## config.mk

```make
export PLATFORM = sky130hd
export DESIGN_NAME = dcache_ctrl
export DESIGN_NICKNAME = d
export VERILOG_FILES = /design/src/verilog/dcache_pkg.sv /design/src/verilog/dcache_ctrl.sv
export SDC_FILE = /design/constraint.sdc
export NUM_CORES = 1
export LEC_CHECK = 0
export BUFFER_PORTS_ARGS = -buffer_cell sky130_fd_sc_hd__buf_2
export CELL_PAD_IN_SITES_DETAIL_PLACEMENT = 0
export CELL_PAD_IN_SITES_GLOBAL_PLACEMENT = 2
export CORE_ASPECT_RATIO = 1.1
export CORE_MARGIN = 4
export CORE_UTILIZATION = 22
export DETAILED_ROUTE_END_ITERATION = 8
export GPL_TIMING_DRIVEN = 1
export MAX_ROUTING_LAYER = met4
export PLACE_DENSITY_LB_ADDON = 0.1
export SYNTH_ARGS = -nofsm -noshare
export SYNTH_HDL_FRONTEND = slang
export SYNTH_SLANG_ARGS = --single-unit
```

## constraint.sdc

```tcl
create_clock -name clk -period 3.6 [get_ports clk]
set_clock_uncertainty 0.15 [all_clocks]
set_input_delay 0.36 -clock clk [delete_from_list [all_inputs] [get_ports clk]]
set_output_delay 0.36 -clock clk [all_outputs]
set_load 0.02 [all_outputs]
```

## src/verilog/dcache_pkg.sv

```systemverilog
package dcache_pkg;

    ////////////////////////////////////////
    // address and data widths
    ////////////////////////////////////////

    localparam int ADDR_W     = 32;
    localparam int WORD_W     = 32;
    localparam int BYTE_W     = 8;
    localparam int BYTE_SEL_W = WORD_W / BYTE_W;

    // address fields from the top are tag, index, word offset and byte offset
    localparam int TAG_W      = 20;
    localparam int TAG_LSB    = 12;
    localparam int INDEX_W    = 7;
    localparam int INDEX_LSB  = 5;
    localparam int OFFSET_W   = 3;
    localparam int OFFSET_LSB = 2;

    ////////////////////////////////////////
    // line geometry
    ////////////////////////////////////////

    localparam int NUM_SETS       = 128;
    localparam int NUM_WAYS       = 2;
    localparam int WORDS_PER_LINE = 8;
    // word 0 of a line sits in the lowest bits
    localparam int LINE_W         = WORDS_PER_LINE * WORD_W;

    ////////////////////////////////////////
    // controller states and request kinds
    ////////////////////////////////////////

    // lookup takes the request, compare checks the tags,
    // writeback flushes a dirty victim, refill loads the line
    typedef enum logic [1:0] {
        ST_LOOKUP    = 2'd0,
        ST_COMPARE   = 2'd1,
        ST_WRITEBACK = 2'd2,
        ST_REFILL    = 2'd3
    } cache_state_e;

    // latched kind of the request in flight
    typedef enum logic {
        OP_READ  = 1'b0,
        OP_WRITE = 1'b1
    } cpu_op_e;

endpackage

```

## src/verilog/dcache_ctrl.sv

```systemverilog
`timescale 1ns/1ps

module dcache_ctrl
    import dcache_pkg::*;
(
    input  logic                  clk,
    input  logic                  rst,
    input  logic                  cpu_rreq_i,
    input  logic                  cpu_wreq_i,
    input  logic [ADDR_W-1:0]     virtual_addr_i,
    input  logic [WORD_W-1:0]     cpu_wdata_i,
    input  logic [BYTE_SEL_W-1:0] cpu_wsel_i,
    input  logic                  mem_rvalid_i,
    input  logic                  mem_bvalid_i,
    input  logic [NUM_WAYS-1:0]   hit_way_i,
    input  logic                  victim_way_i,
    input  logic                  victim_dirty_i,
    input  logic [TAG_W-1:0]      victim_tag_i,
    output logic [INDEX_W-1:0]    index_o,
    output logic [TAG_W-1:0]      tag_o,
    output logic [OFFSET_W-1:0]   word_sel_o,
    output logic [WORD_W-1:0]     wdata_o,
    output logic [BYTE_SEL_W-1:0] wsel_o,
    output logic                  rd_way_o,
    output logic                  hit_write_o,
    output logic                  lru_touch_o,
    output logic                  fill_en_o,
    output logic                  fill_way_o,
    output logic                  fill_dirty_o,
    output logic                  hit_o,
    output logic                  cpu_data_valid_o,
    output logic                  cpu_stall_o,
    output logic                  mem_ren_o,
    output logic [ADDR_W-1:0]     mem_araddr_o,
    output logic                  mem_wen_o,
    output logic [ADDR_W-1:0]     mem_awaddr_o
);

    cache_state_e          state;
    cache_state_e          next_state;
    cpu_op_e               op_q;
    logic [ADDR_W-1:0]     addr_q;
    logic [WORD_W-1:0]     wdata_q;
    logic [BYTE_SEL_W-1:0] wsel_q;
    logic                  cpu_req;
    logic                  any_hit;
    logic [INDEX_W-1:0]    index_q;

    assign cpu_req = cpu_rreq_i | cpu_wreq_i;
    assign any_hit = |hit_way_i;
    assign index_q = addr_q[INDEX_LSB +: INDEX_W];

    ////////////////////////////////////////
    // request latch
    ////////////////////////////////////////

    always_ff @(posedge clk) begin
        if (state == ST_LOOKUP && cpu_req) begin
            addr_q  <= virtual_addr_i;
            wdata_q <= cpu_wdata_i;
            wsel_q  <= cpu_wsel_i;
        end
    end

    always_ff @(posedge clk) begin
        if (rst) begin
            op_q <= OP_READ;
        end else if (state == ST_LOOKUP && cpu_req) begin
            op_q <= cpu_wreq_i ? OP_WRITE : OP_READ;
        end
    end

    // incoming index in lookup so the stores answer in compare
    assign index_o    = (state == ST_LOOKUP) ? virtual_addr_i[INDEX_LSB +: INDEX_W] : index_q;
    assign tag_o      = addr_q[TAG_LSB +: TAG_W];
    assign word_sel_o = addr_q[OFFSET_LSB +: OFFSET_W];
    assign wdata_o    = wdata_q;
    assign wsel_o     = wsel_q;

    ////////////////////////////////////////
    // state machine
    ////////////////////////////////////////

    always_ff @(posedge clk) begin
        if (rst) begin
            state <= ST_LOOKUP;
        end else begin
            state <= next_state;
        end
    end

    always_comb begin
        next_state = state;
        case (state)
            ST_LOOKUP: begin
                if (cpu_req) begin
                    next_state = ST_COMPARE;
                end
            end
            ST_COMPARE: begin
                if (any_hit) begin
                    next_state = ST_LOOKUP;
                end else if (victim_dirty_i) begin
                    next_state = ST_WRITEBACK;
                end else begin
                    next_state = ST_REFILL;
                end
            end
            // victim info holds as the set is reread every cycle
            ST_WRITEBACK: begin
                if (mem_bvalid_i) begin
                    next_state = ST_REFILL;
                end
            end
            ST_REFILL: begin
                if (mem_rvalid_i) begin
                    next_state = ST_LOOKUP;
                end
            end
            default: next_state = ST_LOOKUP;
        endcase
    end

    ////////////////////////////////////////
    // store controls and cpu strobes
    ////////////////////////////////////////

    assign hit_o        = (state == ST_COMPARE) && any_hit;
    assign rd_way_o     = hit_way_i[1];
    assign hit_write_o  = hit_o && (op_q == OP_WRITE);
    assign lru_touch_o  = hit_o;
    assign fill_en_o    = (state == ST_REFILL) && mem_rvalid_i;
    assign fill_way_o   = victim_way_i;
    assign fill_dirty_o = (op_q == OP_WRITE);

    // refill word goes straight to the cpu in the rvalid cycle
    assign cpu_data_valid_o = (op_q == OP_READ) && (hit_o || fill_en_o);

    assign cpu_stall_o = ((state == ST_LOOKUP) && cpu_req)
                       || ((state == ST_COMPARE) && !any_hit)
                       || (state == ST_WRITEBACK)
                       || ((state == ST_REFILL) && !mem_rvalid_i);

    // memory strobes are levels held until the response
    assign mem_ren_o    = (state == ST_REFILL);
    assign mem_wen_o    = (state == ST_WRITEBACK);
    assign mem_araddr_o = {tag_o, index_q, {INDEX_LSB{1'b0}}};
    assign mem_awaddr_o = {victim_tag_i, index_q, {INDEX_LSB{1'b0}}};

    // a dirty victim never holds the line that is about to be refilled
    a_wb_other_line: assert property (@(posedge clk) disable iff (rst)
        mem_wen_o |-> (mem_awaddr_o != mem_araddr_o));

    // the cpu only asks while the cache is idle
    a_req_in_lookup: assert property (@(posedge clk) disable iff (rst)
        cpu_req |-> (state == ST_LOOKUP));

endmodule

```

==> results of run 1 <==
[cell usage after synthesis (2+ instances only)]
cell | instances | area (um2)
dfxtp_1 | 3 | 60.1
buf_6 | 2 | 22.5
a211oi_1 | 2 | 15.0
mux2_2 | 7 | 78.8
nand2_1 | 2 | 7.51
a21oi_1 | 2 | 10.0
nor2_1 | 2 | 7.51
buf_4 | 60 | 450
edfxtp_1 | 66 | 1980
inv_1 | 3 | 11.3
[metrics by stage]
stage	hold WS, ns	setup slack, ns
after floorplan	0.279	0.877
after global placement	0.387	1.38
after detailed placement	0.388	1.36
after CTS	0.0376	1.35
after global routing	0.0376	1.29
final	0.0588	1.43
[power breakdown]
group          internal (mW)  switching (mW)
Sequential             0.979          0.0319
Clock                  0.450           0.299
Combinational          0.134           0.274
Total                   1.56           0.605
[flip-flops by register name, indices dropped and copies added, names as in the netlist, named ones only]
name and flops:
wsel_o 4, addr_q 30, state 1, wdata_o 32
fill_dirty_o 1
[cells by family after synthesis]
logic type	Yosys count	synth area share [%]
multiplexers	7	2.84
AND/OR/NAND/NOR	11	3.29
buffers and inverters	65	17.4
other	1	0.135
AO/OA/AOI/OAI	10	2.75
flip-flops	69	73.5
[how the worst min path moves through the flow]
stage	startpoint	endpoint	slack [ns]
after floorplan	rst	fill_dirty_o$_SDFFE_PP0P_	0.28
after global placement	cpu_wdata_i[12]	wdata_o[12]$_DFFE_PP_	0.39
after detailed placement	cpu_wdata_i[29]	wdata_o[29]$_DFFE_PP_	0.39
after CTS	cpu_wdata_i[17]	wdata_o[17]$_DFFE_PP_	0.04
after global routing	cpu_wdata_i[17]	wdata_o[17]$_DFFE_PP_	0.04
final	cpu_wdata_i[17]	wdata_o[17]$_DFFE_PP_	0.06
[layout make-up]
type,count,area [um2]
clock buffer,10,229
tap,154,193
inverter,3,11.3
sequential,69,2040
fill,1268,8470
multi-input combinational,38,285
timing repair buffer,186,948
clock inverter,4,17.5
[per-layer routing]
layer | vias up | track usage (%)
met4 | 0 | 7.18
met3 | 25 | 2.40
li1 | 804 | -
met5 | - | -
met1 | 791 | 8.84
met2 | 82 | 19.0
==> summary.txt, run 1 <==
Timing
  – Slew Viols, Final: 0
  – RSZ-0062 raised after global routing: no
  – Fmax: 0.460 GHz
  – Final cycle utilization of the critical path: 60.4%
  – Final setup TNS: 0 ns
  – Worst Tran Pin Value: 0.722 ns
  – Worst rel slew slack: 51.9%
  – Min Tclk post-route: 2.17 ns
  – Endpoints failing hold: 0
  – Final setup fails: 0

Routing
  – Antenna-violating nets left: 0
  – Vias per cell: 3.67
  – DR WL met3: 599 um
  – Routed wl met2: 4.39 mm
  – Max layer used: met4
  – DR pass1 iterations: 3
  – WL met1: 2.30 mm
  – Avg WL per Cell: 16.2 um
  – Drt first-iter violations: 50
  – DRC viols: 0
  – Routed WL: 7.51 mm
  – DR vias: 1702

Global routing
  – GRT Overall Usage: 10.3%
  – Gr ovfl total: 0
  – Vias in the first global route: 1665
  – Initial antenna violation count: 0
  – Largest net degree at the start of global routing: 28
  – First-pass GRT wire length: 10.4 mm

Worst setup path
  – WP data arrival: 2.04 ns
  – Crit path to: addr_q[19]$_DFFE_PP_
  – Crit Path Class: register to register
  – Levels on crit path: 3
  – Cell family with most CP delay: compound AO/OA/AOI/OAI gates
  – Element type at the critical path end: register
  – Critical path buffers and inverters: 1
  – Critical-path top delay cell: o21a_2
  – Critical Path Start Type: register
  – FF-to-FF path depth: 3
  – Critical Path RT: 3.47 ns
  – CP max FO: 27
  – Worst path max stage delay: 0.64 ns
  – Worst R2R Setup Slack: 1.43 ns
  – Worst R2R End: addr_q[19]$_DFFE_PP_
  – Critical path, cell by cell: nor2_8, o21a_2, buf_4

Layout
  – Layout cells sized above 1: 68.7%
  – Final core occ: 30.6%
  – Layout Nets: 405
  – Final instance area: 3730 um2
  – Non-Filler Instances: 464
  – ANT cells: 0
  – P&R area growth vs syn: 34.2%
  – Commonest non-fill, non-tap cell in the layout: buf_2
  – Most frequent cells in the layout: 184 x buf_2, 66 x edfxtp_1, 10 x conb_1

CTS
  – CTS sink cnt: 69
  – Clock Latency Late Sink: 0.32 ns
  – TritonCTS clock tree: built
  – Inserted Clock Buffers: 9
  – Post-CTS Resized: 0
  – Post CTS Setup Buffer Count: 0
  – Post-CTS Hold Fix Bufs: 0
  – # H-tree levels: 3
  – Worst-path clk slew: 0.05 ns
  – CTS Buffer Depth: 2
  – Root buffer cell: clkbuf_16

Power
  – Max rail drop VDD: 0.172 mV
  – Leak pwr: 1.67 nW
  – Total chip power: 2.17 mW
  – Pwr Density: 582 nW/um2

Floorplan
  – Area of the core: 12200 um2
  – Row count: 42
  – Initial Utilization: 22.8%
  – Die width: 115 um
  – # IOs: 239
  – Chip height: 126 um
  – Die area: 14500 um2

Min path
  – Hold Crit Depth: 1
  – HP Class: input pin to register

Job
  – Max Cap Viol: 0

Status
  – Status: complete, no violations

Placed design
  – Placed insts: 450
  – DPL Wire Length: 6.09 mm
  – DP Area: 3480 um2
  – Port Buffers: 184
  – Final GP Congestion: 0.702

Yosys
  – Number of synthesized flops with an enable pin: 66
  – Synth Register Bits: 69
  – Distinct cells, synth: 24
  – FFs w/ async S/R, synth: 0%
  – Synth Warn #: 0
  – Sequential element share of the synthesized area: 73.5%
  – Mean Syn Cell Area: 17.0 um2
  – Cells after synthesis: 163
  – Mapped Area: 2780 um2
  – Top FF cell, synth: edfxtp_1
(Power assumes the default switching activity.)
==> run 2: changes to the inputs <==
ABC_AREA = 1   (was not set)
CORE_UTILIZATION = 21   (was 22)
clock period = 2.1 ns   (was 3.6 ns; I/O delays follow)
==> summary.txt, run 2 <==
Routing
  – DR vias: 2073 (+22%)
  – Drt first-iter violations: 60 (+20%)
  – Antenna-violating nets left: 0 (unchanged)
  – DR pass1 iterations: 4 (+1)
  – Routed WL: 7.66 mm (+2.0%)
  – Avg WL per Cell: 13.5 um (-17%)
  – DRC viols: 0 (unchanged)
  – Vias per cell: 3.66 (-0.33%)

CTS
  – Inserted Clock Buffers: 9 (unchanged)
  – Root buffer cell: clkbuf_16
  – Clock Latency Late Sink: 0.32 ns (about the same)
  – # H-tree levels: 3 (unchanged)
  – Worst-path clk slew: 0.06 ns (about the same)
  – CTS sink cnt: 69 (unchanged)
  – Post-CTS Resized: 0 (unchanged)
  – CTS Buffer Depth: 2 (unchanged)
  – Post CTS Setup Buffer Count: 0 (unchanged)
  – TritonCTS clock tree: built
  – Post-CTS Hold Fix Bufs: 67 (+67)

Power
  – Leak pwr: 2.06 nW (+23%)
  – Total chip power: 4.01 mW (+85%)
  – Max rail drop VDD: 0.272 mV (+58%)
  – Pwr Density: 898 nW/um2 (+54%)

Yosys
  – Number of synthesized flops with an enable pin: 66 (unchanged)
  – Synth top area share: 71.4% (about the same)
  – Sequential element share of the synthesized area: 73.5% (about the same)
  – FFs w/ async S/R, synth: 0% (unchanged)
  – Cells after synthesis: 193 (+18%)
  – Mapped Area: 2780 um2 (about the same)
  – Simple-gate share of the synthesized area: 6.98% (+3.7 points)
  – Synth Warn #: 0 (unchanged)
  – Top-count cell post-synth: edfxtp_1
  – Distinct cells, synth: 17 (-29%)
  – Mean Syn Cell Area: 14.4 um2 (-16%)
  – Post-synthesis mux area share: 0% (-2.8 points)
  – Top FF cell, synth: edfxtp_1
  – Largest family of logic cells by synthesized area: buffers and inverters
  – Synth Register Bits: 69 (unchanged)
  – Biggest area consumer among synthesized cells: edfxtp_1
  – Compound-gate portion of the synthesized area: 0.856% (-1.9 points)
  – Post-synthesis xor/xnor area fraction: 0% (unchanged)
  – Adder-Cell Fraction of Synth Area: 0% (unchanged)
  – Top post-synthesis cells by count: 66 x edfxtp_1, 60 x buf_4, 32 x nand2_1
  – Largest cells by area after synthesis: edfxtp_1 71%, buf_4 16%, nand2_1 4.3%, dfxtp_1 2.2%, inv_1 1.6%

Global routing
  – Vias in the first global route: 2180 (+31%)
  – Gr ovfl total: 0 (unchanged)
  – First-pass GRT wire length: 11.7 mm (+13%)
  – Initial antenna violation count: 0 (unchanged)
  – Largest net degree at the start of global routing: 34 (+21%)
  – GRT Overall Usage: 10.2% (-0.026 points)

Placed design
  – Placed insts: 486 (+8.0%)
  – Final GP Congestion: 0.693 (-1.3%)
  – Port Buffers: 184 (unchanged)
  – DP Area: 3510 um2 (+0.97%)
  – DPL Wire Length: 5.75 mm (-5.6%)

Floorplan
  – Chip height: 129 um (+2.2%)
  – Row count: 43 (+2.4%)
  – Die width: 118 um (+2.2%)
  – # IOs: 239 (unchanged)
  – Die area: 15100 um2 (+4.5%)
  – Area of the core: 12800 um2 (+5.0%)
  – Initial Utilization: 21.7% (-1.1 points)

Layout
  – Commonest non-fill, non-tap cell in the layout: buf_2
  – Most frequent cells in the layout: 184 x buf_2, 67 x dlygate4sd3_1, 66 x edfxtp_1
  – ANT cells: 0 (unchanged)
  – P&R area growth vs syn: 60.7%
  – Number of flip-flops in the largest register: 32 (unchanged)
  – Layout Nets: 505 (+25%)
  – Filler instances: 1313 (+3.5%)
  – Non-Filler Instances: 567 (+22%)
  – Final instance area: 4460 um2 (+20%)
  – Layout cells sized above 1: 51.0% (-18 points)

Job
  – Max Cap Viol: 0 (unchanged)

Timing
  – Min Tclk post-route: 1.76 ns
  – Endpoints failing hold: 0 (unchanged)
  – Final setup fails: 0 (unchanged)
  – Final cycle utilization of the critical path: 83.8%
  – Slew Viols, Final: 0 (unchanged)
  – Final setup TNS: 0 ns (unchanged)
  – Worst-case hold slack: 0.00959 ns (-0.0492 ns)
  – Fmax: 0.569 GHz
  – RSZ-0062 raised after global routing: no

Worst setup path
  – WP data arrival: 1.40 ns (-0.64 ns)
  – Crit Path Class: register to output pin
  – Element type at the critical path end: output pin
  – FF-to-FF path depth: 4 (+1)
  – R2R Path Start: state[0]$_SDFFE_PP0P_
  – Worst path max stage delay: 0.41 ns (-0.23 ns)
  – Worst R2R End: addr_q[18]$_DFFE_PP_
  – Critical path, cell by cell: nor2_2, buf_4, inv_2, nand2_1, nand2_1, buf_2
  – Critical Path Start Type: register
  – CP max FO: 10 (-63%)
  – Cell mode on critical path: nand2_1
  – Worst R2R Setup Slack: 0.59 ns (-0.84 ns)
  – Critical path buffers and inverters: 3 (+2)
  – Cell family with most CP delay: buffers and inverters
  – Critical Path RT: 1.74 ns (-1.73 ns)
  – Critical-path top delay cell: dfxtp_1

Min path
  – Hold Crit Depth: 3 (+2)
  – HP Class: input pin to register
  – Worst hold start: cpu_wreq_i
  – End point of the worst hold path: fill_dirty_o$_SDFFE_PP0P_

Status
  – Status: complete, no violations
[run 2: layout make-up]
class	instances	area (um2)	share of cell area, %
sequential	69	2040	45.7
timing repair buffer	255	1630	36.6
multi-input combinational	58	255	5.72
clock buffer	10	229	5.13
tap	157	196	4.40
inverter	14	56.3	1.26
clock inverter	4	51.3	1.15
[run 2: report_power, final]
part	leakage [nW]	internal, mW	switching, mW
clock	0.134	0.905	0.541
combinational	1.25	0.308	0.524
sequential	0.670	1.68	0.0494
[run 2: stage by stage]
step	util (%)	setup WS [ns]
2_1_floorplan	-	0.0271
3_3_place_gp	27.4	0.560
3_5_place_dp	27.4	0.580
4_1_cts	34.9	0.289
5_1_grt	34.9	0.177
6_report	34.9	0.341
[run 2: worst max-delay path by stage]
| stage | startpoint | end | slack [ns] | cells past startpoint |
|---|---|---|---|---|
| after global routing | state[0]$_SDFFE_PP0P_ | index_o[0] | 0.18 | 6 |
| final | state[0]$_SDFFE_PP0P_ | index_o[6] | 0.34 | 6 |
| after CTS | state[0]$_SDFFE_PP0P_ | index_o[4] | 0.29 | 6 |
| after detailed placement | state[0]$_SDFFE_PP0P_ | wdata_o[0]$_DFFE_PP_ | 0.58 | 4 |
| after global placement | state[0]$_SDFFE_PP0P_ | wdata_o[0]$_DFFE_PP_ | 0.56 | 4 |
| after floorplan | state[0]$_SDFFE_PP0P_ | addr_q[10]$_DFFE_PP_ | 0.03 | 3 |
[run 2: routing by layer]
metal | wire length, um | global-route usage [%] | up-vias
li1 | - | - | 1000
met1 | 3300 | 11.9 | 922
met2 | 3450 | 16.0 | 140
met3 | 827 | 4.62 | 11
met4 | 80 | 3.31 | 0
met5 | 0 | - | -
[run 2: cells by family after synthesis]
group,Yosys count
compound gates,4
buf+inv,75
flops,69
other cells,1
simple gates,44
[run 2: worst register-to-register path: cells and delay by family, from the launching register on]
family / cells / cell delay (ns)
buffers and inverters: 2 / 0.43
DFF: 1 / 0.35
and+or+nand+nor: 2 / 0.25
